$ cat src/verilog/vex_pkg.sv
`default_nettype none

package vex_pkg;

    localparam int num_lanes = 4;

    typedef logic [31:0] word_t;

    typedef enum logic [1:0] {
        sew8  = 2'd0,
        sew16 = 2'd1,
        sew32 = 2'd2
    } sew_t;

    typedef enum logic [3:0] {
        vadd   = 4'd0,
        vsub   = 4'd1,
        vand   = 4'd2,
        vor    = 4'd3,
        vxor   = 4'd4,
        vsll   = 4'd5,
        vsrl   = 4'd6,
        vsra   = 4'd7,
        vmin   = 4'd8,
        vminu  = 4'd9,
        vmax   = 4'd10,
        vmaxu  = 4'd11,
        vmerge = 4'd12
    } vop_t;

    typedef struct packed {
        logic [4:0]           vs1_sel;
        logic [4:0]           vs2_sel;
        logic [4:0]           vd_sel;
        sew_t                 veew;
        logic [1:0]           vuop_num;    // selects the group of four elements.
        vop_t                 vexec;
        logic [4:0]           vimm;
        logic                 vsignext;
        logic                 use_imm;
        logic                 use_rs1;
        logic                 use_rs2;
        logic                 vmask_en;
        logic [num_lanes-1:0] vlaneactive;
    } vissue_t;

    typedef struct packed {
        logic [4:0]                vd;
        word_t [num_lanes-1:0]     vwdata;
        logic [num_lanes-1:0][3:0] vbyte_wen;  // one group per bank.
    } vwb_t;

    typedef struct packed {
        word_t [num_lanes-1:0] valu_res;
        logic [num_lanes-1:0]  vlane_mask;
        logic [4:0]            vd_sel;
        sew_t                  veew;
        logic [1:0]            vuop_num;
    } vexmem_t;

endpackage

`default_nettype wire

$ cat src/verilog/ex_result_reg.sv
`timescale 1ns/1ps
`default_nettype none

module ex_result_reg import vex_pkg::*; (
    input  logic                  CLK,
    input  logic                  rst,
    input  logic                  issue_valid,
    input  word_t [num_lanes-1:0] lane_res,
    input  logic [num_lanes-1:0]  lane_mask,
    input  vissue_t               vctrls,
    output logic                  res_valid,
    output vexmem_t               vmem_in
);

    always_ff @(posedge CLK) begin
        if (rst) begin
            res_valid <= 1'b0;
        end else begin
            res_valid <= issue_valid;
        end
    end

    always_ff @(posedge CLK) begin
        if (issue_valid) begin
            for (int k = 0; k < num_lanes; k++) begin
                vmem_in.valu_res[k] <= lane_mask[k] ? lane_res[k] : '0;    // off lanes read zero.
            end
            vmem_in.vlane_mask <= lane_mask;
            vmem_in.vd_sel     <= vctrls.vd_sel;
            vmem_in.veew       <= vctrls.veew;
            vmem_in.vuop_num   <= vctrls.vuop_num;
        end
    end

    a_idle_after_rst: assert property (@(posedge CLK) rst |=> !res_valid)
        else $error("ex_result_reg: res_valid high right after reset");

endmodule

`default_nettype wire

$ cat config.mk
export PLATFORM = sky130hd
export DESIGN_NAME = ex_result_reg
export DESIGN_NICKNAME = d
export VERILOG_FILES = /design/src/verilog/vex_pkg.sv /design/src/verilog/ex_result_reg.sv
export SDC_FILE = /design/constraint.sdc
export NUM_CORES = 1
export LEC_CHECK = 0
export BUFFER_PORTS_ARGS = -buffer_cell sky130_fd_sc_hd__buf_4
export CORE_AREA = 2 2 123 125
export DETAILED_ROUTE_END_ITERATION = 12
export DIE_AREA = 0 0 125 127
export PLACE_DENSITY_LB_ADDON = 0.15
export SYNTH_ARGS = -nofsm -noshare
export SYNTH_HDL_FRONTEND = slang
export SYNTH_SLANG_ARGS = --single-unit
$ cat constraint.sdc
create_clock -name CLK -period 0.8 [get_ports CLK]
set_clock_uncertainty 0.15 [all_clocks]
set_input_delay 0.24 -clock CLK [delete_from_list [all_inputs] [get_ports CLK]]
set_output_delay 0.24 -clock CLK [all_outputs]
set_load 0.01 [all_outputs]
# After elaboration in Yosys (flattened, before gate mapping)
# Cells that the tools add are included.
[word_totals]
ff_bits = 142
input_bits = 172

# Logic depth before layout (Yosys ltp)
[logic_depth]
depth_word = 0
depth_mapped = 2

# Least setup slack after synthesis
# OpenSTA, ideal clock, no wires.
[synth_path]
path_kind = "in2reg"
start = "input lane_mask[2]"
end = "register vmem_in[100] (netlist name) (data pin)"
arrival_ps = 519
path_slack_ps = -125
cell_stages = 2
path_buffers = 1
cell_sequence = "clkbuf_2 -> and2_2"
[synth_lines]
columns = ["item", "line_no", "source"]
rows = [
  ["from (decl)", "ex_result_reg.sv:9", "input logic [num_lanes-1:0] lane_mask,"],
  ["to (decl)", "ex_result_reg.sv:12", "output vexmem_t vmem_in"],
]
# No word-level cell between the ends.

# Worst setup path after layout
[layout_path]
start = "register vmem_in[108] (netlist name)"
end = "output vmem_in[108] (netlist name)"
# No word-level cell between the ends.

==> flow_metrics.tcl <==
set metrics [dict create \
    seq_area_frac_synth_pct 80.55 \
    ant_nets 0 \
    worst_slack_ns -0.5638 \
    die_area_sq_um 15880 \
    placed_area_sq_um 7742 \
    syn_to_final_growth_pct 68.54 \
    ios 314 \
    swShare_pct 19.81 \
    htree_levels 4 \
    p_leak_nw 3.752 \
    path_max_fanout 1 \
    ys_ff_latch 142 \
    yosysTopAreaCell "edfxtp_1" \
    grt_usage_pct 16.54 \
    rows 44 \
    crit_start "vmem_in[108]$_SDFFCE_PN0P_" \
    numCtsBuffers 17 \
    avgViaCountPerCell 4.382 \
    clkTransAtPathRegs_ns 0.06 \
    synth_top_area_share_pct 80.17 \
    p_seq_share_pct 43.9 \
    cp.depth 1 \
    critical_path_class "register to output pin" \
    power.total_mw 20.75 \
    p_sw_mw 4.112 \
    vias 3427 \
    nNetsFinal 757 \
    rsz0062_at_grt "yes" \
    crit_arrival_ns 0.97 \
    wl_microns 13230 \
    endpoint_kind "output pin" \
    routedWlPerCell_microns 16.92 \
    cpPeakStageDelay_ns 0.42 \
    antenna_found_initial 0 \
    crit_chain "buf_6" \
    violations "negative hold slack, negative setup slack" \
    ys_top_cells_by_area "edfxtp_1 (80%), and2_2 (18%), clkbuf_2 (1.1%), dfxtp_1 (0.38%), nor2b_1 (0.12%)" \
    ys.warnings.count 0 \
    drt_pass1_iterations 6 \
    cpLargestDelayFamily "flip-flops" \
    syn_inst 283 \
    first_global_vias 3500 \
    crit_end "vmem_in[108]" \
    status "finished with violations" \
    drv_slew 0 \
    ys_types 5 \
    power-per-cell-area_nw_per_um2 2332 \
    cap_violations 0 \
    place.gp.congestion 0.7653 \
    startpoint_type "register" \
    met2_length_microns 6780 \
    hold_viol 137 \
    die_y_microns 127 \
    start_util_pct 36.62 \
    setup_violations 142 \
    combPwrFrac_pct 12.7 \
    clkPwrFrac_pct 43.4 \
    whs_ns -0.1491 \
    syn_area_per_cell_sq_um 18.66 \
    pre_cts_ws_ns -0.3324 \
    post-dp-hpwl_microns 9604 \
    tritoncts "yes" \
    synth.net_count 455 \
    final_util_pct 61.71 \
    hold_buffers 1 \
    critPathBufInv 1 \
    crit_slowest_cell "edfxtp_1" \
    wl_met3_microns 1237 \
    drt_iter0_markers 212 \
    antenna_cells 0 \
    postLayoutCellArea_sq_um 8901 \
    clk_path_buf_depth 2 \
    nFillCells 1092 \
    slew_headroom_pct 81.79 \
    top_layer "met4" \
    post-route-drc-count 0 \
    finalCriticalPeriod_ns 1.364 \
    die_x_microns 125 \
    overflow 0 \
    met1Wirelength_microns 4874 \
    drive_gt1_share_pct 75.75 \
    place.port_buffers 285 \
    clock_sinks 142 \
    core_area_sq_um 14420 \
    synth_area_sq_um 5281 \
    fin_crit_sh_pct 170.5 \
    p_int_mw 16.64 \
    cts-root-buf "clkbuf_16" \
    required_ns 0.41 \
    grt_first_pass_wirelength_microns 19580 \
    tightest_slew_ns 0.2731 \
    grt_max_degree 34 \
    worstHoldPathType "primary input to register" \
    ir_worst_vdd_v 0.001231 \
    fmax_mhz 733.2 \
]
## worst min-delay path by stage
stage / start / endpoint / slack [ns] / cells after the start
floorplan: rst / res_valid$_SDFF_PP0_ / 0.16 / 1
global placement: vctrls[25] / vmem_in[7]$_DFFE_PP_ / 0.27 / 1
detailed placement: vctrls[20] / vmem_in[2]$_DFFE_PP_ / 0.27 / 1
CTS: vctrls[20] / vmem_in[2]$_DFFE_PP_ / -0.17 / 1
global route: vctrls[24] / vmem_in[6]$_DFFE_PP_ / -0.17 / 1
finish: vctrls[21] / vmem_in[3]$_DFFE_PP_ / -0.15 / 1
## cell usage after synthesis
cell,n
and2_2,128
dfxtp_1,1
nor2b_1,1
clkbuf_2,12
edfxtp_1,141
## metal layers
layer / vias to the layer above / global-route usage [%]
li1: 1601 / -
met1: 1609 / 18.68
met2: 194 / 27.11
met3: 23 / 7.580
met4: 0 / 7.386
met5: - / 0
## sequential cells by signal, indices dropped and copies added (netlist names)
signal and count:
res_valid 1, vmem_in 141
## cells by family after synthesis
logic type	share of synthesized area [%]
flops	80.55
buf+inv	1.137
simple gates	18.31
## repair_timing
item,4_1_cts,5_1_grt
pin swaps,0,0
hold endpoints to repair,140,139
buffers inserted,0,0
endpoints found under the setup margin,142,143
gates resized for setup,82,45
## stage by stage
stage / instances / setup TNS, ns
2_1_floorplan: 283 / -13.93
3_3_place_gp: 750 / -86.49
3_5_place_dp: 750 / -89.90
4_1_cts: 783 / -77.58
5_1_grt: 782 / -79.91
6_report: 782 / -73.63
## cells in the final DEF (no fill, tap or decap), drive strengths merged
cell type    instances
buf                294
and2               128
edfxtp             141
dlygate4sd3          1
nor2b                1
clkinv               4
bufinv               6
clkbuf              22
dfxtp                1
## final cells by class
type / count / area (sq um) / share of cell area (%)
Sequential cell: 142 / 4255 / 47.81
Clock inverter: 10 / 207.7 / 2.333
Timing Repair Buffer: 295 / 2744 / 30.83
Tap cell: 184 / 230.2 / 2.586
Clock buffer: 22 / 474.2 / 5.328
Multi-Input combinational cell: 129 / 989.7 / 11.12
## power groups by stage
stage          clock (mW)  combinational (mW)  sequential [mW]
6_report             9.00                2.64             9.11
5_1_grt              9.48                2.80             9.17
4_1_cts              9.19                2.58             9.08
2_1_floorplan           0               0.413             9.47
3_5_place_dp            0                2.39             9.16
3_3_place_gp            0                2.35             9.14
Power figures use the tool's default switching activity.
