--- src/verilog/vex_pkg.sv ---
`default_nettype none

package vex_pkg;

    localparam int num_lanes = 4;

    typedef logic [31:0] word_t;

    typedef enum logic [1:0] {
        sew8  = 2'd0,
        sew16 = 2'd1,
        sew32 = 2'd2
    } sew_t;

    typedef enum logic [3:0] {
        vadd   = 4'd0,
        vsub   = 4'd1,
        vand   = 4'd2,
        vor    = 4'd3,
        vxor   = 4'd4,
        vsll   = 4'd5,
        vsrl   = 4'd6,
        vsra   = 4'd7,
        vmin   = 4'd8,
        vminu  = 4'd9,
        vmax   = 4'd10,
        vmaxu  = 4'd11,
        vmerge = 4'd12
    } vop_t;

    typedef struct packed {
        logic [4:0]           vs1_sel;
        logic [4:0]           vs2_sel;
        logic [4:0]           vd_sel;
        sew_t                 veew;
        logic [1:0]           vuop_num;    // selects the group of four elements.
        vop_t                 vexec;
        logic [4:0]           vimm;
        logic                 vsignext;
        logic                 use_imm;
        logic                 use_rs1;
        logic                 use_rs2;
        logic                 vmask_en;
        logic [num_lanes-1:0] vlaneactive;
    } vissue_t;

    typedef struct packed {
        logic [4:0]                vd;
        word_t [num_lanes-1:0]     vwdata;
        logic [num_lanes-1:0][3:0] vbyte_wen;  // one group per bank.
    } vwb_t;

    typedef struct packed {
        word_t [num_lanes-1:0] valu_res;
        logic [num_lanes-1:0]  vlane_mask;
        logic [4:0]            vd_sel;
        sew_t                  veew;
        logic [1:0]            vuop_num;
    } vexmem_t;

endpackage

`default_nettype wire

--- src/verilog/vfu.sv ---
`timescale 1ns/1ps
`default_nettype none

module vfu import vex_pkg::*; (
    input  word_t vopa,
    input  word_t vopb,
    input  logic  mask_bit,
    input  sew_t  vsew,
    input  vop_t  vop,
    output word_t vres
);

    word_t      wmask;
    word_t      sext_a;
    word_t      raw;
    logic [4:0] shamt;

    always_comb begin
        case (vsew)
            sew8: begin
                wmask  = 32'h0000_00ff;
                shamt  = {2'b00, vopb[2:0]};
                sext_a = {{24{vopa[7]}}, vopa[7:0]};
            end
            sew16: begin
                wmask  = 32'h0000_ffff;
                shamt  = {1'b0, vopb[3:0]};
                sext_a = {{16{vopa[15]}}, vopa[15:0]};
            end
            default: begin
                wmask  = 32'hffff_ffff;
                shamt  = vopb[4:0];
                sext_a = vopa;
            end
        endcase
    end

    always_comb begin
        unique case (vop)
            vadd:    raw = vopa + vopb;
            vsub:    raw = vopa - vopb;        // vs2 minus vs1.
            vand:    raw = vopa & vopb;
            vor:     raw = vopa | vopb;
            vxor:    raw = vopa ^ vopb;
            vsll:    raw = vopa << shamt;
            vsrl:    raw = (vopa & wmask) >> shamt;
            vsra:    raw = word_t'($signed(sext_a) >>> shamt);
            vmin:    raw = ($signed(vopa) < $signed(vopb)) ? vopa : vopb;
            vminu:   raw = (vopa < vopb) ? vopa : vopb;
            vmax:    raw = ($signed(vopa) > $signed(vopb)) ? vopa : vopb;
            vmaxu:   raw = (vopa > vopb) ? vopa : vopb;
            vmerge:  raw = mask_bit ? vopb : vopa;
            default: raw = '0;
        endcase
    end

    assign vres = raw & wmask;

endmodule

`default_nettype wire

--- config.mk ---
export PLATFORM = sky130hd
export DESIGN_NAME = vfu
export DESIGN_NICKNAME = d
export VERILOG_FILES = /design/src/verilog/vex_pkg.sv /design/src/verilog/vfu.sv
export SDC_FILE = /design/constraint.sdc
export NUM_CORES = 1
export LEC_CHECK = 0
export ABC_AREA = 1
export BUFFER_PORTS_ARGS = -buffer_cell sky130_fd_sc_hd__buf_2
export CAP_MARGIN = 20
export CORE_UTILIZATION = 59
export DETAILED_ROUTE_END_ITERATION = 8
export GPL_TIMING_DRIVEN = 0
export PLACE_DENSITY = 0.86
export SLEW_MARGIN = 5
export SYNTH_ARGS = -nofsm -noshare
export SYNTH_HDL_FRONTEND = slang
export SYNTH_SLANG_ARGS = --single-unit
--- constraint.sdc ---
create_clock -name vclk -period 3
set_input_delay 0 -clock vclk [all_inputs]
set_output_delay 0 -clock vclk [all_outputs]
set_load 0.03 [all_outputs]
==> metrics.txt, run 1 <==
Row Count 55; Port Buffers 101; vias in the first global route 22900; stop err [ERROR GRT-0116] Global routing finished with congestion. Check the congestion regions in the DRC Viewer.; largest net degree at the start of global routing 12; Die Y 154 um; register area share after synthesis 0%; synthesized net count 2980; Synth top area share 20.9%; Post-DP HPWL 60700 um; Initial Util 60.3%; Tot GR Track Use 72.7%; post-synth top area cell nand2_1; Mean Syn Cell Area 4.87 sq um; Area contributors post-synth nand2_1 21%, nand3_1 19%, ha_1 8.9%; first-pass GRT wire length 132000 um; cells after synthesis 2810; Post-DP Area 14600 sq um; Post-Syn Area 13700 sq um; pre-CTS setup slack -1.32 ns; outcome aborted with a tool error; Cell variety after synth 48; die width 154 um; last flow stage reached 5_1_grt; Syn. warnings 0; I/O Pins 103; global route overflow 108; gpl congestion 1.51
synthesized netlist by cell type (3+ instances only):
| cell | count |
|---|---|
| a211oi_1 | 5 |
| a21boi_0 | 4 |
| a21oi_1 | 205 |
| a221oi_1 | 3 |
| a31oi_1 | 6 |
| and2_1 | 6 |
| buf_1 | 32 |
| buf_2 | 38 |
| buf_4 | 9 |
| buf_6 | 6 |
| clkbuf_1 | 92 |
| clkinv_1 | 7 |
| ha_1 | 97 |
| inv_1 | 229 |
| inv_2 | 12 |
| mux2i_1 | 3 |
| nand2_1 | 764 |
| nand2_2 | 7 |
| nand2_4 | 3 |
| nand3_1 | 513 |
| nand3b_1 | 7 |
| nand4_1 | 45 |
| nor2_1 | 265 |
| nor2_2 | 9 |
| nor3_1 | 41 |
| nor4_1 | 4 |
| o211ai_1 | 80 |
| o21a_1 | 12 |
| o21ai_0 | 226 |
| o21ai_1 | 18 |
| o21bai_1 | 9 |
| o22ai_1 | 23 |
| or2_2 | 9 |
what timing repair did:
item,CTS
endpoints found under the hold margin,0
hold buffers,0
setup endpoints to repair,32
cloned,0
pin swaps,9
buffers inserted,21
gates resized for setup,114
cell families after synthesis:
kind of cell,after synthesis,share of synthesized area (%)
simple gates,1681,53.4
compound gates,601,24.6
buf+inv,425,12.6
fa+ha+maj,99,9.16
mux,3,0.219
xor+xnor,1,0.0640
layer usage:
metal | GRT overflow | global-route usage, %
met5 | 0 | 33.3
met1 | 2 | 72.7
met2 | 47 | 86.1
met4 | 56 | 68.7
met3 | 3 | 63.4
through the flow:
step	util, %	cells
floorplan	-	2810
CTS	66.4	3214
global placement	64.2	3196
detailed placement	64.2	3196
==> run 2, diff against run 1 <==
- CORE_UTILIZATION: 59 -> 40
- PLACE_DENSITY: 0.86 -> not set
- PLACE_DENSITY_LB_ADDON: not set -> 0.15
- clock period: 3 -> 3.9 ns (I/O delays scaled with it)
==> run 2 against run 1 <==
The flow now finishes, with violations (setup timing). Area after synthesis unchanged. Synthesized cell count unchanged.
==> metrics.txt, run 2 <==
outcome finished, violations left; failing checks setup timing; met3 Use GR 17.9%; Post-DP HPWL 79200 um (+30%); Post-Syn Area 13700 sq um (unchanged); WS Path Type in2out; register area share after synthesis 0% (unchanged); Port Buffers 101 (unchanged); post-synth top area cell nand2_1; Die Y 187 um (+21%); gpl congestion 1.18 (-22%); Least-Margin Pin Slew 1.00 ns; Vias per Instance 6.69; die width 187 um (+21%); initial antenna violation count 2; met1 Use GR 62.9%; Design Power 0.00265 W; crit path max fanout 11; vias in the first global route 20500; DR iter-0 viols 3695; first-pass GRT wire length 138000 um; setup ws final -0.000703 ns; RSZ-0062 raised after global routing true; placed insts 3359 (+5.1%); Tot GR Track Use 53.4%; pre-CTS setup slack -1.09 ns (+0.236 ns); Leak 7.34 nW; Syn. warnings 0 (unchanged); drt first pass iters 7; Initial Util 40.7% (-20 points); Routed Antenna Nets 0; fin nets 3090; startpoint class of the critical path input pin; non-filler instance count after layout 3367; Row Count 67 (+22%); Pwr Density 178 nW/um^2; Register Area 0 sq um; Mean Syn Cell Area 4.87 sq um (unchanged); Crit. End Element primary output; Final setup viols 1; min cycle time layout 3.90 ns; top post-synthesis cells by count 764 x nand2_1, 513 x nand3_1, 265 x nor2_1; Vias 22500; met2 Use GR 78.4%; Area contributors post-synth nand2_1 21%, nand3_1 19%, ha_1 8.9%; most common cell in the netlist nand2_1; final hold viol count 0; global route overflow 0; Required @ worst endpoint 3.90 ns; drt total wl 97200 um; Max Freq 256 MHz; cells after synthesis 2810 (unchanged); Hold Buf Count CTS 0 (unchanged); worst hold path type in2out; Max Cap Violations 0; commonest non-fill, non-tap cell in the layout nand2_1; largest net degree at the start of global routing 20; Worst Path Arrival 3.90 ns; Slew Limit Fails 0; Cell variety after synth 48 (unchanged); peak supply drop 95.8 uV; share of layout cells above drive strength 1 7.85%; synthesized net count 2980 (unchanged); GRT Max-Usage Layer met2; die area 35000 sq um; post-DR wirelength/cell 28.9 um; I/O Pins 103 (unchanged); area grow syn2layout 8.78%; core box area 33600 sq um; ratio of final minimum period to clock period 100%; Slew HR 33.3%; Synth top area share 20.9% (unchanged); DRC Markers 0; FF+latch count 0; CLK BUF 0; leading cell types in the layout, fill and taps excluded 764 x nand2_1, 513 x nand3_1, 265 x nor2_1, 226 x inv_1, 225 x o21ai_0
## run 2: cell type report
class | count | area, sq um
Fill cell | 3956 | 18700
Multi-Input combinational cell | 2385 | 12000
Inverter | 248 | 953
Buffer | 170 | 774
Timing Repair Buffer | 115 | 613
Tap cell | 448 | 561
Antenna cell | 1 | 2.50
## run 2: metrics by stage
step	util [%]	area (sq um)	hold WS [ns]	TNS, ns
global route	44.3	14900	0.548	-0.0170
detailed placement	43.9	14800	0.514	-28.17
global placement	43.9	14800	0.509	-28.45
CTS	43.9	14800	0.514	0
finish	44.3	14900	0.530	-0.000703
floorplan	-	13700	0.307	0
## run 2: what timing repair did
| item | 4_1_cts | 5_1_grt |
|---|---|---|
| setup buffers | 1 | 13 |
| pin swaps | 0 | 2 |
| gates resized for setup | 9 | 13 |
| endpoints found under the setup margin | 32 | 32 |
## run 2: cell families (layout without fill, tap and decap cells)
group | after synthesis | count (layout) | share of synthesized area, %
AO/OA/AOI/OAI | 601 | 601 | 24.6
XOR/XNOR | 1 | 1 | 0.0640
adder cells (fa/ha/maj) | 99 | 99 | 9.16
buffers and inverters | 425 | 533 | 12.6
multiplexers | 3 | 3 | 0.219
other | 0 | 1 | 0
AND/OR/NAND/NOR | 1681 | 1681 | 53.4
## run 2: path summary, 6_finish.rpt
| path | to | cells past startpoint | start |
|---|---|---|---|
| setup / recovery | vres[18] | 15 | vopb[0] |
| hold / removal | vres[6] | 4 | vopb[6] |
## run 2: routing by layer
layer / up-vias / wire length [um]
met4: 6 / 10000
met5: - / 78
met3: 557 / 14700
li1: 9729 / -
met1: 10100 / 33700
met2: 2081 / 38700
## run 2: worst max-delay path, stage by stage
cell	delay (ns)
buf_2	0.17
inv_1	0.13
clkbuf_1	0.49
clkbuf_2	0.43
ha_1	0.40
nor3_1	0.44
nand4_4	0.34
nand3_1	0.21
buf_4	0.25
buf_6	0.19
o21ai_1	0.07
a21oi_1	0.15
nor2_1	0.07
nor2_1	0.27
buf_2	0.27
## run 2: power by group
| group | switching [W] | internal, W |
|---|---|---|
| Sequential | 0 | 0 |
| Clock | 0 | 0.0000000000231 |
| Combinational | 0.00199 | 0.000662 |
| Total | 0.00199 | 0.000662 |
Note: power is estimated with default switching activity, not from simulation.
