**config.mk**
```make
export PLATFORM = sky130hd
export DESIGN_NAME = read_xbar
export DESIGN_NICKNAME = d
export VERILOG_FILES = /design/src/verilog/vex_pkg.sv /design/src/verilog/read_xbar.sv
export SDC_FILE = /design/constraint.sdc
export NUM_CORES = 1
export LEC_CHECK = 0
export ABC_CLOCK_PERIOD_IN_PS = 2300
export BUFFER_PORTS_ARGS = -buffer_cell sky130_fd_sc_hd__buf_2
export CAP_MARGIN = 20
export CORE_AREA = 2 2 100 102
export DETAILED_ROUTE_END_ITERATION = 8
export DIE_AREA = 0 0 102 104
export PLACE_DENSITY = 0.76
export REMOVE_ABC_BUFFERS = 1
export SYNTH_ARGS = -nofsm -noshare
export SYNTH_HDL_FRONTEND = slang
export SYNTH_SLANG_ARGS = --single-unit
```
**constraint.sdc**
```tcl
create_clock -name vclk -period 2.3
set_input_delay 0.46 -clock vclk [all_inputs]
set_output_delay 0.46 -clock vclk [all_outputs]
set_load 0.005 [all_outputs]
```
**src/verilog/vex_pkg.sv**
```systemverilog
`default_nettype none

package vex_pkg;

    localparam int num_lanes = 4;

    typedef logic [31:0] word_t;

    typedef enum logic [1:0] {
        sew8  = 2'd0,
        sew16 = 2'd1,
        sew32 = 2'd2
    } sew_t;

    typedef enum logic [3:0] {
        vadd   = 4'd0,
        vsub   = 4'd1,
        vand   = 4'd2,
        vor    = 4'd3,
        vxor   = 4'd4,
        vsll   = 4'd5,
        vsrl   = 4'd6,
        vsra   = 4'd7,
        vmin   = 4'd8,
        vminu  = 4'd9,
        vmax   = 4'd10,
        vmaxu  = 4'd11,
        vmerge = 4'd12
    } vop_t;

    typedef struct packed {
        logic [4:0]           vs1_sel;
        logic [4:0]           vs2_sel;
        logic [4:0]           vd_sel;
        sew_t                 veew;
        logic [1:0]           vuop_num;    // selects the group of four elements.
        vop_t                 vexec;
        logic [4:0]           vimm;
        logic                 vsignext;
        logic                 use_imm;
        logic                 use_rs1;
        logic                 use_rs2;
        logic                 vmask_en;
        logic [num_lanes-1:0] vlaneactive;
    } vissue_t;

    typedef struct packed {
        logic [4:0]                vd;
        word_t [num_lanes-1:0]     vwdata;
        logic [num_lanes-1:0][3:0] vbyte_wen;  // one group per bank.
    } vwb_t;

    typedef struct packed {
        word_t [num_lanes-1:0] valu_res;
        logic [num_lanes-1:0]  vlane_mask;
        logic [4:0]            vd_sel;
        sew_t                  veew;
        logic [1:0]            vuop_num;
    } vexmem_t;

endpackage

`default_nettype wire

```
**src/verilog/read_xbar.sv**
```systemverilog
`timescale 1ns/1ps
`default_nettype none

module read_xbar import vex_pkg::*; (
    input  word_t [num_lanes-1:0] bank_dat,
    input  sew_t                  veew,
    input  logic [1:0]            uop_num,
    input  logic                  sign_ext,
    output word_t [num_lanes-1:0] out_dat
);

    always_comb begin
        logic [3:0]  e;
        logic [15:0] half;
        logic [7:0]  bsel;
        for (int k = 0; k < num_lanes; k++) begin
            e    = {uop_num, 2'(k)};                   // element index.
            half = bank_dat[e[2:1]][16*e[0] +: 16];
            bsel = bank_dat[uop_num][8*k +: 8];     // sew8 bank equals the micro-op.
            case (veew)
                sew8: begin
                    out_dat[k] = sign_ext ? {{24{bsel[7]}}, bsel} : {24'b0, bsel};
                end
                sew16: begin
                    out_dat[k] = sign_ext ? {{16{half[15]}}, half} : {16'b0, half};
                end
                default: begin
                    out_dat[k] = bank_dat[k];
                end
            endcase
        end
        a_uop_range: assert (veew == sew8 || uop_num == 2'd0 ||
                             (veew == sew16 && uop_num == 2'd1))
            else $error("read_xbar: uop_num %0d illegal for sew %0d", uop_num, veew);
    end

endmodule

`default_nettype wire

```
# Word level (Yosys, flattened, before mapping)
# Index checks and enable logic that the tools add are counted.
[totals] regBits=0 latch_bits=0 ram_bits=0 romBits=0 inputBits=133 out_inout_bits=128 wordCells=23 n_memories=0
[op_classes] n_addsub=0 multipliers=0 n_div=0 magnitude_cmp=3 n_eq_ne=1 shifts=0 mux=18 n_bitwise=0 reduce_logical=1
[ops] op="$mux W32" n=13
[ops] op="$pmux W32 S2" n=4
[ops] op="$bmux W32 S2" n=1
[ops] op="$lt A2 B3 Y1 const B" n=3
[ops] op="$eq A2 B1 Y1 const B" n=1
[ops] op="$logic_not A2 Y1" n=1

# Depth between registers and ports, before layout
# Gate-level depths: netlist of the first run.
[depth] depth_word=4 mapped_depth=6 mapped_depth_nobuf=3

# Worst setup path after synthesis of the first run
# No wires, ideal clock.
[synth_path] path_type="input port to output port" start="input uop_num[1]" end="output out_dat[0] in the netlist's numbering" arrival_time_ps=1552 required_ps=1840 path_slack_ps=288 cell_stages=5 n_path_buf=2 path_cell_list="buf_2 buf_4 mux4_2 o21ai_0 a2bb2oi_1"
[synth_rtl] element="start: declaration" line="read_xbar.sv:7" text="input logic [1:0] uop_num,"
[synth_rtl] element="end: declaration" line="read_xbar.sv:9" text="output word_t [num_lanes-1:0] out_dat"

==> run metrics, run 1 <==
status=complete, no violations; ANT cells=0; Crit path required time=roughly 1.8 ns; pre-CTS WS=-0.104 ns; count of final hold-check violations=0; die height=104 um; WHS Endpoint=out_dat[94]; core footprint=9550 um2; Detail Route Antenna Nets=0; worst setup margin=approximately 0.011 ns; period utilisation layout=between 90% and 100%; most instantiated library cell after synthesis=o21ai_0; mapped cell area=3670 um2; cts-stage hold buffer count=0; share of cells above drive strength 1=51.0%; chip width=a little over 100 um; unrepaired setup endpoints after global routing=true; Routed WL=18300 um; share of the synthesized area in the top cell type=22.7%; HPWL Detailed=12800 um; Critical Path AT=~1.8 ns; DR WL/cell=20.0 um; hold path startpoint=bank_dat[94]; initial antenna violation count=0; Clock buffer cells=0; dpl cell area=5200 um2; gr ovfl total=0; hold crit path type=primary input to output pin; final-layout fill cell count=1008; Peak VDD IR=between 100 and 150 uV; first-pass GRT wire length=26400 um; sequential area share after synthesis=0%; max_cap viols=0; largest fanout on the critical path=8; Tmin final=approximately 2.3 ns; power density over cell area=226 nW/um2; row count=36; Setup Buffers After CTS=0; Synth cell types=37; Worst setup EP type=output pin; Commonest cells post-synth=o21ai_0 (136), mux2_2 (74), nand2_1 (73), a22oi_1 (48), clkbuf_1 (42); Post-Synthesis Cells=~540; FMAX=437 MHz; fin area=5300 um2; PortBufs=261; critical path class=primary input to output pin; overall power=between 1 and 1.5 mW; area grow syn2layout=44.1%; Tot GR Track Use=30.4%; First-pass DRT Iterations=5; GP Congestion=0.911; drt drc=0; cell taking the most area after synthesis=mux2_2; largest net degree at the start of global routing=97; largest cells by area after synthesis=mux2_2 (23%), o21ai_0 (19%), a22oi_1 (9.8%), nand2_1 (7.5%), mux2i_1 (5.2%); FF+latch count=0; Warnings, synthesis=0; actual slew at the worst max-slew pin=around 0.46 ns; Sum Neg Setup Slack=0 ns; fin nets=914; WHS Path Cells=4; Multi-input gate area=3380 um2; I/O Pins=261; Setup violations, final=0; Register Area=0 um2; vias=5687; Startpoint Class=primary input; vias in the first global route=5004; die area=10600 um2; leakage power=between 2 and 2.5 nW; Avg Vias per Cell=6.24; Initial Util=38.5%; relative slew slack=69.1%; Initial DRC Count=between 400 and 500; syn avg cell area=a little under 7 um2; Final Max Slew Viols=0
## what timing repair did
item / in CTS / in global routing
pin swaps: 1 / 1
gates resized for setup: 1 / 17
setup endpoints to repair: 25 / 64
gates cloned: 0 / 3
## layout by cell type (no fill, tap or decap), types with 2 or more instances in the layout
cell,netlist,layout
o21ai_1,10,18
o22ai_1,22,21
o31a_1,14,14
a31oi_1,2,2
buf_2,16,258
a221o_1,2,2
buf_6,5,2
nor2b_1,9,9
nand2b_1,5,4
buf_4,5,34
a221o_2,1,2
and2_1,3,3
a2bb2oi_1,7,7
a31o_2,2,2
mux2_4,2,3
nand3b_1,7,7
o211ai_1,3,3
a22oi_1,48,48
nand2_1,73,73
mux2i_1,19,18
a21oi_1,10,10
o21ai_0,136,128
a21boi_0,2,2
o221ai_1,8,8
buf_12,0,5
mux2_2,74,73
mux4_2,7,7
## how the worst max path moves through the flow
| stage | cells past startpoint | startpoint | end | slack, ns |
|---|---|---|---|---|
| after CTS | 6 | uop_num[1] | out_dat[4] | 0.001 |
| after floorplan | 3 | veew[1] | out_dat[80] | -0.20 |
| after global placement | 6 | uop_num[1] | out_dat[11] | -0.08 |
| final | 6 | veew[1] | out_dat[112] | 0.01 |
| after global routing | 6 | uop_num[1] | out_dat[24] | -0.01 |
| after detailed placement | 6 | uop_num[1] | out_dat[24] | -0.10 |
## stage by stage
step | hold WS [ns] | util [%] | cells
floorplan | 1.01 | - | 474
global placement | 1.21 | 54.5 | 909
detailed placement | 1.22 | 54.5 | 909
CTS | 1.22 | 54.6 | 909
global route | 1.25 | 55.5 | 912
finish | 1.22 | 55.5 | 912
## layout make-up
cell class | instances | area share, %
Tap cell | 133 | 3.14
Multi-Input combinational cell | 474 | 63.8
Inverter | 2 | 0.142
Timing Repair Buffer | 303 | 32.9
## logic make-up after synthesis
| logic type | count (synthesis) | synth area share, % |
|---|---|---|
| AND/OR/NAND/NOR | 101 | 12.6 |
| multiplexers | 102 | 33.0 |
| AO/OA/AOI/OAI | 269 | 45.0 |
| buffers and inverters | 72 | 9.47 |
## layer usage
layer  track usage, %  part of all wire (%)
met2             51.5                    48
met5                0                     0
met3             2.89                    10
met4             8.19                   3.0
met1             40.7                    39
## worst max-delay path, cell delays in order
cell and delay [ns]:
buf_4 0.13, or2_2 0.35, a221o_1 0.34, buf_4 0.20
o21ai_0 0.19, buf_2 0.15
## power by group
| part | switching [mW] | total (mW) | internal [mW] |
|---|---|---|---|
| Clock | 0 | 0 | 0 |
| Combinational | 0.628 | 1.20 | 0.570 |
| Sequential | 0 | 0 | 0 |
Power figures use the tool's default switching activity.
==> inputs of run 2 (changes only) <==
Settings changed: PLACE_DENSITY 0.76 to 0.86, REMOVE_ABC_BUFFERS 1 to unset.
==> run metrics, run 2 (synthesis gave the netlist of run 1 again) <==
FMAX=451 MHz; Tot GR Track Use=31.9%; DR WL/cell=20.5 um; ANT cells=0; Detail Route Antenna Nets=0; largest net degree at the start of global routing=91; Startpoint Class=primary input; combinational power share=100.0%; critical path class=primary input to output pin; status=complete, no violations; first-pass GRT wire length=26800 um; CP endpoint=out_dat[71]; vias=5478; Psw=632 uW; count of final hold-check violations=0; Crit path required time=between 1.5 and 2 ns; most frequent CP cell=buf_2; max_cap viols=0; Tmin final=~2.2 ns; Avg Vias per Cell=6.07; Stages on worst setup path=7; Final Max Slew Viols=0; Switching Fraction=52.5%; Max stage delay on crit path=roughly 0.31 ns; I/O Pins=261; slowest CP cell=or2_0; period utilisation layout=96.5%; die area=10600 um2; Initial Util=38.5%; hold crit path type=primary input to output pin; gr ovfl total=0; vias in the first global route=4842; die height=104 um; unrepaired setup endpoints after global routing=false; most frequent cells in the layout=buf_2 (258), o21ai_0 (135), mux2_2 (74); pre-CTS WS=-0.00922 ns; Peak VDD IR=180 uV; part of the power in registers=0%; commonest non-fill, non-tap cell in the layout=buf_2; actual slew at the worst max-slew pin=around 0.43 ns; drt drc=0; clock group share of total power=0%; worst path cell trace=buf_2 -> buf_12 -> or2_0 -> o22ai_1 -> buf_4 -> o21ai_0 -> buf_2; FF+latch count=0; Register Area=0 um2; fin nets=905; core footprint=9550 um2; Initial DRC Count=405; GP Congestion=0.926; smallest hold slack=1.22 ns; Setup crit start=veew[0]; relative slew slack=a little under three quarters; PortBufs=261; initial antenna violation count=0; Routed WL=roughly 19000 um; power density over cell area=between 200 and 250 nW/um2; area grow syn2layout=43.5%; Clock buffer cells=0; Buf/Inv on CP=4; First-pass DRT Iterations=5; share of cells above drive strength 1=50.1%; largest fanout on the critical path=24; crit-path leading delay family=buffers and inverters; HPWL Detailed=14600 um; chip width=102 um; leakage power=2.43 nW; Pint=572 uW; Setup violations, final=0; Critical Path AT=between 1.5 and 2 ns; Sum Neg Setup Slack=0 ns; row count=36; syn_nets=around 680; Worst setup EP type=output pin; worst setup margin=0.0805 ns
[run 2: cell types whose count changed in the layout (fill, tap and decap cells not counted), moves of 2 or more]
cell,before,now
buf_4,34,22
a221o_2,2,0
o21ai_0,128,135
o21ai_1,18,11
buf_12,5,14
[run 2: how the worst min path moves through the flow]
stage / slack [ns] / cells past startpoint / startpoint / to
finish: 1.22 / 4 / bank_dat[65] / out_dat[65]
global route: 1.25 / 4 / bank_dat[64] / out_dat[64]
CTS: 1.22 / 4 / bank_dat[65] / out_dat[65]
detailed placement: 1.22 / 4 / bank_dat[65] / out_dat[65]
global placement: 1.22 / 4 / bank_dat[83] / out_dat[83]
floorplan: 1.02 / 2 / bank_dat[10] / out_dat[10]
[run 2: stage by stage]
| step | total power [mW] | cells | util [%] | instance area, um2 |
|---|---|---|---|---|
| floorplan | 0.613 | 544 | - | 3670 |
| global placement | 1.17 | 903 | 55.0 | 5250 |
| detailed placement | 1.18 | 903 | 55.0 | 5250 |
| CTS | 1.18 | 903 | 55.1 | 5260 |
| global route | 1.30 | 903 | 55.2 | 5280 |
| finish | 1.20 | 903 | 55.2 | 5280 |
[run 2: per-layer routing]
layer	vias to the layer above	part of all wire (%)	global-route usage [%]
met3	41	8.6	3.36
met2	360	49	55.8
li1	2548	-	-
met1	2529	40	42.1
met5	-	0	0
met4	0	2.5	6.19
[run 2: layout make-up]
| type | instances | area, um2 |
|---|---|---|
| tap | 133 | 166 |
| multi-input combinational | 472 | 3350 |
| timing repair buffer | 296 | 1760 |
| fill | 966 | 4270 |
| inverter | 2 | 7.51 |
[run 2: what timing repair did]
item,in CTS,in global routing
buffers inserted,0,0
pin swaps,0,1
hold buffers,0,0
endpoints found under the setup margin,1,33
resized for setup,1,4
[run 2: power groups by stage]
stage | Clock (mW) | Combinational (mW) | Sequential (mW)
finish | 0 | 1.20 | 0
global placement | 0 | 1.17 | 0
CTS | 0 | 1.18 | 0
global route | 0 | 1.30 | 0
detailed placement | 0 | 1.18 | 0
floorplan | 0 | 0.613 | 0
