===== src/verilog/vex_pkg.sv =====
`default_nettype none

package vex_pkg;

    localparam int num_lanes = 4;

    typedef logic [31:0] word_t;

    typedef enum logic [1:0] {
        sew8  = 2'd0,
        sew16 = 2'd1,
        sew32 = 2'd2
    } sew_t;

    typedef enum logic [3:0] {
        vadd   = 4'd0,
        vsub   = 4'd1,
        vand   = 4'd2,
        vor    = 4'd3,
        vxor   = 4'd4,
        vsll   = 4'd5,
        vsrl   = 4'd6,
        vsra   = 4'd7,
        vmin   = 4'd8,
        vminu  = 4'd9,
        vmax   = 4'd10,
        vmaxu  = 4'd11,
        vmerge = 4'd12
    } vop_t;

    typedef struct packed {
        logic [4:0]           vs1_sel;
        logic [4:0]           vs2_sel;
        logic [4:0]           vd_sel;
        sew_t                 veew;
        logic [1:0]           vuop_num;    // selects the group of four elements.
        vop_t                 vexec;
        logic [4:0]           vimm;
        logic                 vsignext;
        logic                 use_imm;
        logic                 use_rs1;
        logic                 use_rs2;
        logic                 vmask_en;
        logic [num_lanes-1:0] vlaneactive;
    } vissue_t;

    typedef struct packed {
        logic [4:0]                vd;
        word_t [num_lanes-1:0]     vwdata;
        logic [num_lanes-1:0][3:0] vbyte_wen;  // one group per bank.
    } vwb_t;

    typedef struct packed {
        word_t [num_lanes-1:0] valu_res;
        logic [num_lanes-1:0]  vlane_mask;
        logic [4:0]            vd_sel;
        sew_t                  veew;
        logic [1:0]            vuop_num;
    } vexmem_t;

endpackage

`default_nettype wire


===== src/verilog/operand_select.sv =====
`timescale 1ns/1ps
`default_nettype none

module operand_select import vex_pkg::*; (
    input  word_t [num_lanes-1:0] xdat1,
    input  word_t [num_lanes-1:0] xdat2,
    input  word_t                 rdat1,
    input  word_t                 rdat2,
    input  vissue_t               vctrls,
    output word_t [num_lanes-1:0] opa,
    output word_t [num_lanes-1:0] opb
);

    word_t ext_imm;
    word_t ext_rs1;

    assign ext_imm = vctrls.vsignext ? {{27{vctrls.vimm[4]}}, vctrls.vimm}
                                     : {27'b0, vctrls.vimm};

    // scalar cut to the element width.
    always_comb begin
        case (vctrls.veew)
            sew8: begin
                ext_rs1 = vctrls.vsignext ? {{24{rdat1[7]}}, rdat1[7:0]} : {24'b0, rdat1[7:0]};
            end
            sew16: begin
                ext_rs1 = vctrls.vsignext ? {{16{rdat1[15]}}, rdat1[15:0]}
                                          : {16'b0, rdat1[15:0]};
            end
            default: begin
                ext_rs1 = rdat1;
            end
        endcase
    end

    always_comb begin
        for (int k = 0; k < num_lanes; k++) begin
            if (vctrls.use_imm) begin
                opb[k] = ext_imm;
            end else if (vctrls.use_rs1) begin
                opb[k] = ext_rs1;
            end else begin
                opb[k] = xdat1[k];
            end
            opa[k] = vctrls.use_rs2 ? rdat2 : xdat2[k];    // broadcast.
        end
    end

endmodule

`default_nettype wire


===== config.mk =====
export PLATFORM = sky130hd
export DESIGN_NAME = operand_select
export DESIGN_NICKNAME = d
export VERILOG_FILES = /design/src/verilog/vex_pkg.sv /design/src/verilog/operand_select.sv
export SDC_FILE = /design/constraint.sdc
export NUM_CORES = 1
export LEC_CHECK = 0
export BUFFER_PORTS_ARGS = -buffer_cell sky130_fd_sc_hd__buf_2
export CORE_AREA = 2 2 235 237
export DETAILED_ROUTE_END_ITERATION = 12
export DIE_AREA = 0 0 237 239
export MAX_ROUTING_LAYER = met4
export PLACE_DENSITY_LB_ADDON = 0.12
export SETUP_SLACK_MARGIN = 0.3
export SYNTH_ARGS = -nofsm -noshare
export SYNTH_HDL_FRONTEND = slang
export SYNTH_SLANG_ARGS = --single-unit

===== constraint.sdc =====
create_clock -name vclk -period 3.34
set_input_delay 0.167 -clock vclk [all_inputs]
set_output_delay 0.167 -clock vclk [all_outputs]
set_load 0.02 [all_outputs]

# Yosys cells after proc, flatten, opt, wreduce, memory -nomap -nowiden
# Index checks and enable logic that the tools add are counted.
# Widths: inputs -> output; s select.
dict set report classes {
  eq_ne 1
  mux 16
  reduce_logical 1
}
# op n
set op_table {}
lappend op_table {{$mux 32} 15}
lappend op_table {{$pmux 32 s2} 1}
lappend op_table {{$eq 2x1->1 const B} 1}
lappend op_table {{$logic_not 2->1} 1}
dict set report totals {
  register_bits 0
  input_bits 357
  output_inout_bits 256
  wordCells 18
}

# Longest topological paths before layout
# Gate-level depths: netlist of the first run.
dict set report logic_depth {
  ltp_word 4
  ltp_mapped 6
}

# Worst setup path after synthesis of the first run
# Ideal clock, no wire load.
dict set report synth_path {
  path_type {in2out}
  from {in vctrls[21] (netlist name)}
  to {out opb[116] (netlist name)}
  arrival_time_ns 1.478
  path_slack_ns 1.695
  stages 6
  path_buffers 3
  cell_sequence {buf_2 > nor2b_1 > buf_2 > buf_4 > a211oi_4 > nor3_1}
}
# item line_no
set synth_rtl {}
lappend synth_rtl {{from (decl)} operand_select.sv:9} ;# input vissue_t vctrls,
lappend synth_rtl {{to (decl)} operand_select.sv:11} ;# output word_t [num_lanes-1:0] opb

==> run metrics, run 1 <==
status=finished clean; vias in the first global route=~6,200; CORE AREA=about 54,000 µm²; Post CTS Setup Buffer Count=0; max_cap viols=0; filler-free cell count of the finished design=1,918; Die ar.=56,600 µm²; Final nets=1,567; Clock Buffer Count=0; fin crit share=0.630; Worst Max-Slew Pin Slew=865 ps; most common cell after layout, fill and taps aside=buf_2; global placer's final weighted congestion=0.860; commonest non-fill, non-tap cells in the layout=buf_2, o21ai_0, nor3_1, inv_1; Congestion Overflow GR=0; GRT Overall Usage=0.0947; Min-Delay Path Class=primary input to output port; Crit Path Max Fanout=58; fin. max-slew vios=0; post_cts resized=0; post-synth net total=1,032; DR WL/cell=15.4 µm; static leakage=slightly above 4 nW; # setup viols final=0; DRT antenna net count=0; share of cells above drive strength 1=0.526; Syn Area/Cell=5.29 µm²; VDD IR max=0.0530 mV; width of the die=237 µm; Seq cells=0; Residual DRC=0; hpwl dp=25.5 mm; Yosys cell types=24; P&R area growth vs syn=103%; CP required=3170 ps; global-route wire length before repair=40.1 mm; largest net degree at the start of global routing=69; Pwr Total=0.00132 W; PortBufs=around 590; type of the worst setup path=primary input to output port; Reg area=0 µm²; min-delay src=xdat2[19]; Cells after Synth=675; final wirelength=29.6 mm; Die Y=239 µm; Post-CTS Hold Buffers=0; FP Rows=86; critical path launch point type=primary input; Power Density=182 nW/µm²; Critical Path AT=1940 ps; launch point of the worst path=vctrls[8]; YS warnings=0; Setup TNS Final=0 ps; Relative slew margins=0.423; final hold violation count=0; initial antenna violation count=5; Placed Instances=1,912; fmax=475 MHz; DR pass1 iterations=4; Initial Util=0.0658; final hold slack=668 ps; Top-Level Pins=just over 600; Netlist Area Pre-Place=approximately 3600 µm²; crit end category=output port; register area share after synthesis=0; First DRT Iteration DRCs=209; min Tclk post-route=2110 ps; routed vias=approximately 6,600; unrepaired setup endpoints after global routing=false; Vias/cell=3.45
==> worst max-delay path, stage by stage <==
cell	delay, ps
buf_2	120
and3_4	760
buf_4	390
nor3_1	120
nor3_1	150
buf_2	200
==> logic make-up (layout without fill, tap and decap cells) <==
logic type,Yosys count,count (layout),share of synthesized area
muxes,13,13,0.0378
AOI/OAI and AO/OA,237,237,0.429
buffers and inverters,195,728,0.214
other,0,6,0
and+or+nand+nor,230,230,0.320
==> report_power, final <==
| part | internal [W] | switching, W |
|---|---|---|
| clock network | 0.000000000242 | 0 |
| registers | 0 | 0 |
| logic | 0.000475 | 0.000841 |
==> cell type report <==
class,count,area [µm²]
multi-input combinational,480,2820
inverter,128,480
fill,6421,47100
tap,704,881
antenna,6,15.0
timing repair buffer,600,3050
==> routing by layer <==
layer | GRT usage | part of all wire
met1 | 0.107 | 0.39
met2 | 0.180 | 0.54
met3 | 0.0120 | 0.052
met4 | 0.0153 | 0.015
met5 | - | 0
==> metrics by stage <==
stage	utilization	setup WS [ps]	cell area, µm²
after CTS	0.133	1200	7230
after global routing	0.133	1070	7250
after global placement	0.133	1200	7230
after detailed placement	0.133	1200	7230
after floorplan	-	1690	3570
final	0.133	1230	7250
==> final timing paths <==
kind / to / slack, ps / depth (start not counted)
max: opb[84] / 1230 / 6
min: opa[19] / 670 / 4
==> synthesized netlist by cell type (2+ instances only) <==
master / count / area share
o31ai_1: 32 / 0.067
mux2i_1: 12 / 0.034
nand2_1: 32 / 0.034
buf_2: 16 / 0.022
and3b_1: 8 / 0.020
nor2b_1: 6 / 0.011
a21oi_1: 25 / 0.035
nor3_1: 128 / 0.18
a211oi_4: 10 / 0.056
nor2_1: 32 / 0.034
a211oi_2: 4 / 0.014
inv_1: 128 / 0.13
o21ai_0: 148 / 0.21
a21bo_2: 16 / 0.045
a211oi_1: 2 / 0.0042
nand2b_1: 20 / 0.035
clkbuf_1: 49 / 0.051
Note: power is estimated with default switching activity, not from simulation.
==> inputs of run 2 (changes only) <==
--- a/config.mk
+++ b/config.mk
@@ -5,10 +5,11 @@
 export SDC_FILE = /design/constraint.sdc
 export NUM_CORES = 1
 export LEC_CHECK = 0
+export ABC_AREA = 1
 export BUFFER_PORTS_ARGS = -buffer_cell sky130_fd_sc_hd__buf_2
-export CORE_AREA = 2 2 235 237
+export CORE_AREA = 2 2 241 243
 export DETAILED_ROUTE_END_ITERATION = 12
-export DIE_AREA = 0 0 237 239
+export DIE_AREA = 0 0 243 245
 export MAX_ROUTING_LAYER = met4
 export PLACE_DENSITY_LB_ADDON = 0.12
 export SETUP_SLACK_MARGIN = 0.3
==> constraint.sdc (replaced) <==
create_clock -name vclk -period 2.1
set_input_delay 0.105 -clock vclk [all_inputs]
set_output_delay 0.105 -clock vclk [all_outputs]
set_load 0.02 [all_outputs]
==> run 2 against run 1 <==
Against the previous run:
- flip-flop and latch count unchanged
- largest power group unchanged
- combinational power increased by 61%
- die area increased by 5.1%
- first-iteration DRC count increased by 33%
- sequential share of layout area unchanged
- worst hold slack got worse by 120 ps
==> run metrics, run 2 <==
Reg area=0 µm²; PortBufs=587; fin. max-slew vios=0; sw frac=0.656; Comb pwr share=1.000; P_int=0.000733 W; width of the die=243 µm; Post-CTS Hold Buffers=0; type of the worst setup path=primary input to output port; initial antenna violation count=4; most common cell after layout, fill and taps aside=buf_2; Clk pwr share=0; Syn Area/Cell=4.40 µm²; First DRT Iteration DRCs=roughly 280; DRT antenna net count=0; CORE AREA=57,000 µm²; Initial Util=0.0700; status=finished clean; most common library cells after synthesis=nand2_1, o21ai_0, inv_1; Worst Max-Slew Pin Slew=494 ps; Post CTS Setup Buffer Count=0; Min-Delay Path Class=primary input to output port; GRT Overall Usage=0.102; share of cells above drive strength 1=0.441; critical path launch point type=primary input; Crit Path Max Fanout=91; Congestion Overflow GR=0; Synth top area share=0.439; net load switching power=0.00140 W; final wirelength=approximately 33 mm; fin crit share=0.776; VDD IR max=0.0937 mV; largest area contributor in the netlist=nand2_1; Top-Level Pins=613; commonest non-fill, non-tap cells in the layout=buf_2, nand2_1, o21ai_0; global placer's final weighted congestion=0.876; Residual DRC=0; FP Rows=just under 90; unrepaired setup endpoints after global routing=false; Core Util, Final=0.135; routed vias=7,449; Clock Buffer Count=0; min Tclk post-route=1630 ps; Cells after Synth=908; Power Density=277 nW/µm²; worst-path cell chain=buf_2 -> clkinv_2 -> buf_12 -> nand2_1 -> nand2_1 -> nand2_1 -> nand2_1 -> buf_2; min-delay src=xdat2[10]; buffers and inverters on the worst path=4; vias in the first global route=7,085; Yosys cell types=20; Netlist Area Pre-Place=3990 µm²; static leakage=5.35 nW; final hold slack=547 ps; DR pass1 iterations=4; top cells by area, synth=nand2_1, o21ai_0, inv_1, a21oi_1, nand3_2; post_cts resized=0; # setup viols final=0; slowest CP cell=buf_2; Vias/cell=approximately 3.4; hpwl dp=~28 mm; Final nets=1,805; Seq cells=0; hold path endpoint=opa[10]; Worst path top cell family by delay=buffers and inverters; Die Y=245 µm; DR WL/cell=14.7 µm; Critical Path Most Common Cell=nand2_1; Relative slew margins=0.667; Die ar.=about 60,000 µm²; crit end category=output port; Worst path max stage delay=about 360 ps; P&R area growth vs syn=92.4%; max_cap viols=0; CP required=2000 ps; post-synth net total=about 1,300; most common cell in the netlist=nand2_1; register area share after synthesis=0; Flop pwr share=0; Critical Path AT=1530 ps; largest net degree at the start of global routing=just over 90; Setup TNS Final=0 ps; final hold violation count=0; YS warnings=0; fmax=just over 600 MHz; hold path depth=4; global-route wire length before repair=45.5 mm
==> run 2: changes by cell type in the layout (fill, tap and decap cells not counted), moves of 9 or more <==
cell	change
nor3_1	-128
nand3_2	+12
nand2b_1	-20
inv_1	+10
nand2_2	+12
mux2i_1	-12
o21ai_0	+11
a21bo_2	-16
nor2_1	-32
o31ai_1	-32
nand2_1	+435
o21ai_1	+9
a211oi_4	-10
==> run 2: power groups by stage <==
stage                     Combinational, W       Clock (W)  Sequential (W)
after CTS                          0.00216               0               0
after detailed placement           0.00215               0               0
after global placement             0.00218               0               0
final                              0.00213  0.000000000255               0
after floorplan                    0.00119               0               0
after global routing               0.00232  0.000000000255               0
==> run 2: how the worst max path moves through the flow <==
stage	startpoint	end	slack (ps)	cells after the start
4_1_cts	vctrls[6]	opb[32]	470	6
3_3_place_gp	vctrls[6]	opb[99]	470	6
6_report	vctrls[6]	opb[92]	470	8
2_1_floorplan	vctrls[6]	opb[0]	870	6
3_5_place_dp	vctrls[6]	opb[32]	470	6
5_1_grt	vctrls[6]	opb[92]	370	8
==> run 2: layout make-up <==
cell class	count	area, µm²
Fill cell	6999	49400
Timing Repair Buffer	605	3150
Multi-Input combinational cell	700	3030
Tap cell	765	957
Inverter	141	533
Antenna cell	4	10.0
==> run 2: logic make-up (layout without fill, tap and decap cells) <==
logic type / count (synthesis) / after routing / share of synthesized area
other: 0 / 4 / 0
buffers and inverters: 208 / 746 / 0.241
AOI/OAI and AO/OA: 200 / 200 / 0.251
and+or+nand+nor: 500 / 500 / 0.508
==> run 2: through the flow <==
step                      power (W)  std cells  cell area (µm²)  setup slack [ps]
final                       0.00213       2215             7680               470
after global routing        0.00232       2215             7680               366
after detailed placement    0.00215       2211             7670               469
after CTS                   0.00216       2211             7670               469
after floorplan             0.00119        908             3990               869
after global placement      0.00218       2211             7670               475
==> run 2: routing by layer <==
layer | up-vias | global-route usage | share of wire
li1 | 3833 | - | -
met1 | 3258 | 0.118 | 0.40
met2 | 333 | 0.185 | 0.51
met3 | 25 | 0.0192 | 0.071
met4 | 0 | 0.0211 | 0.023
met5 | - | - | 0
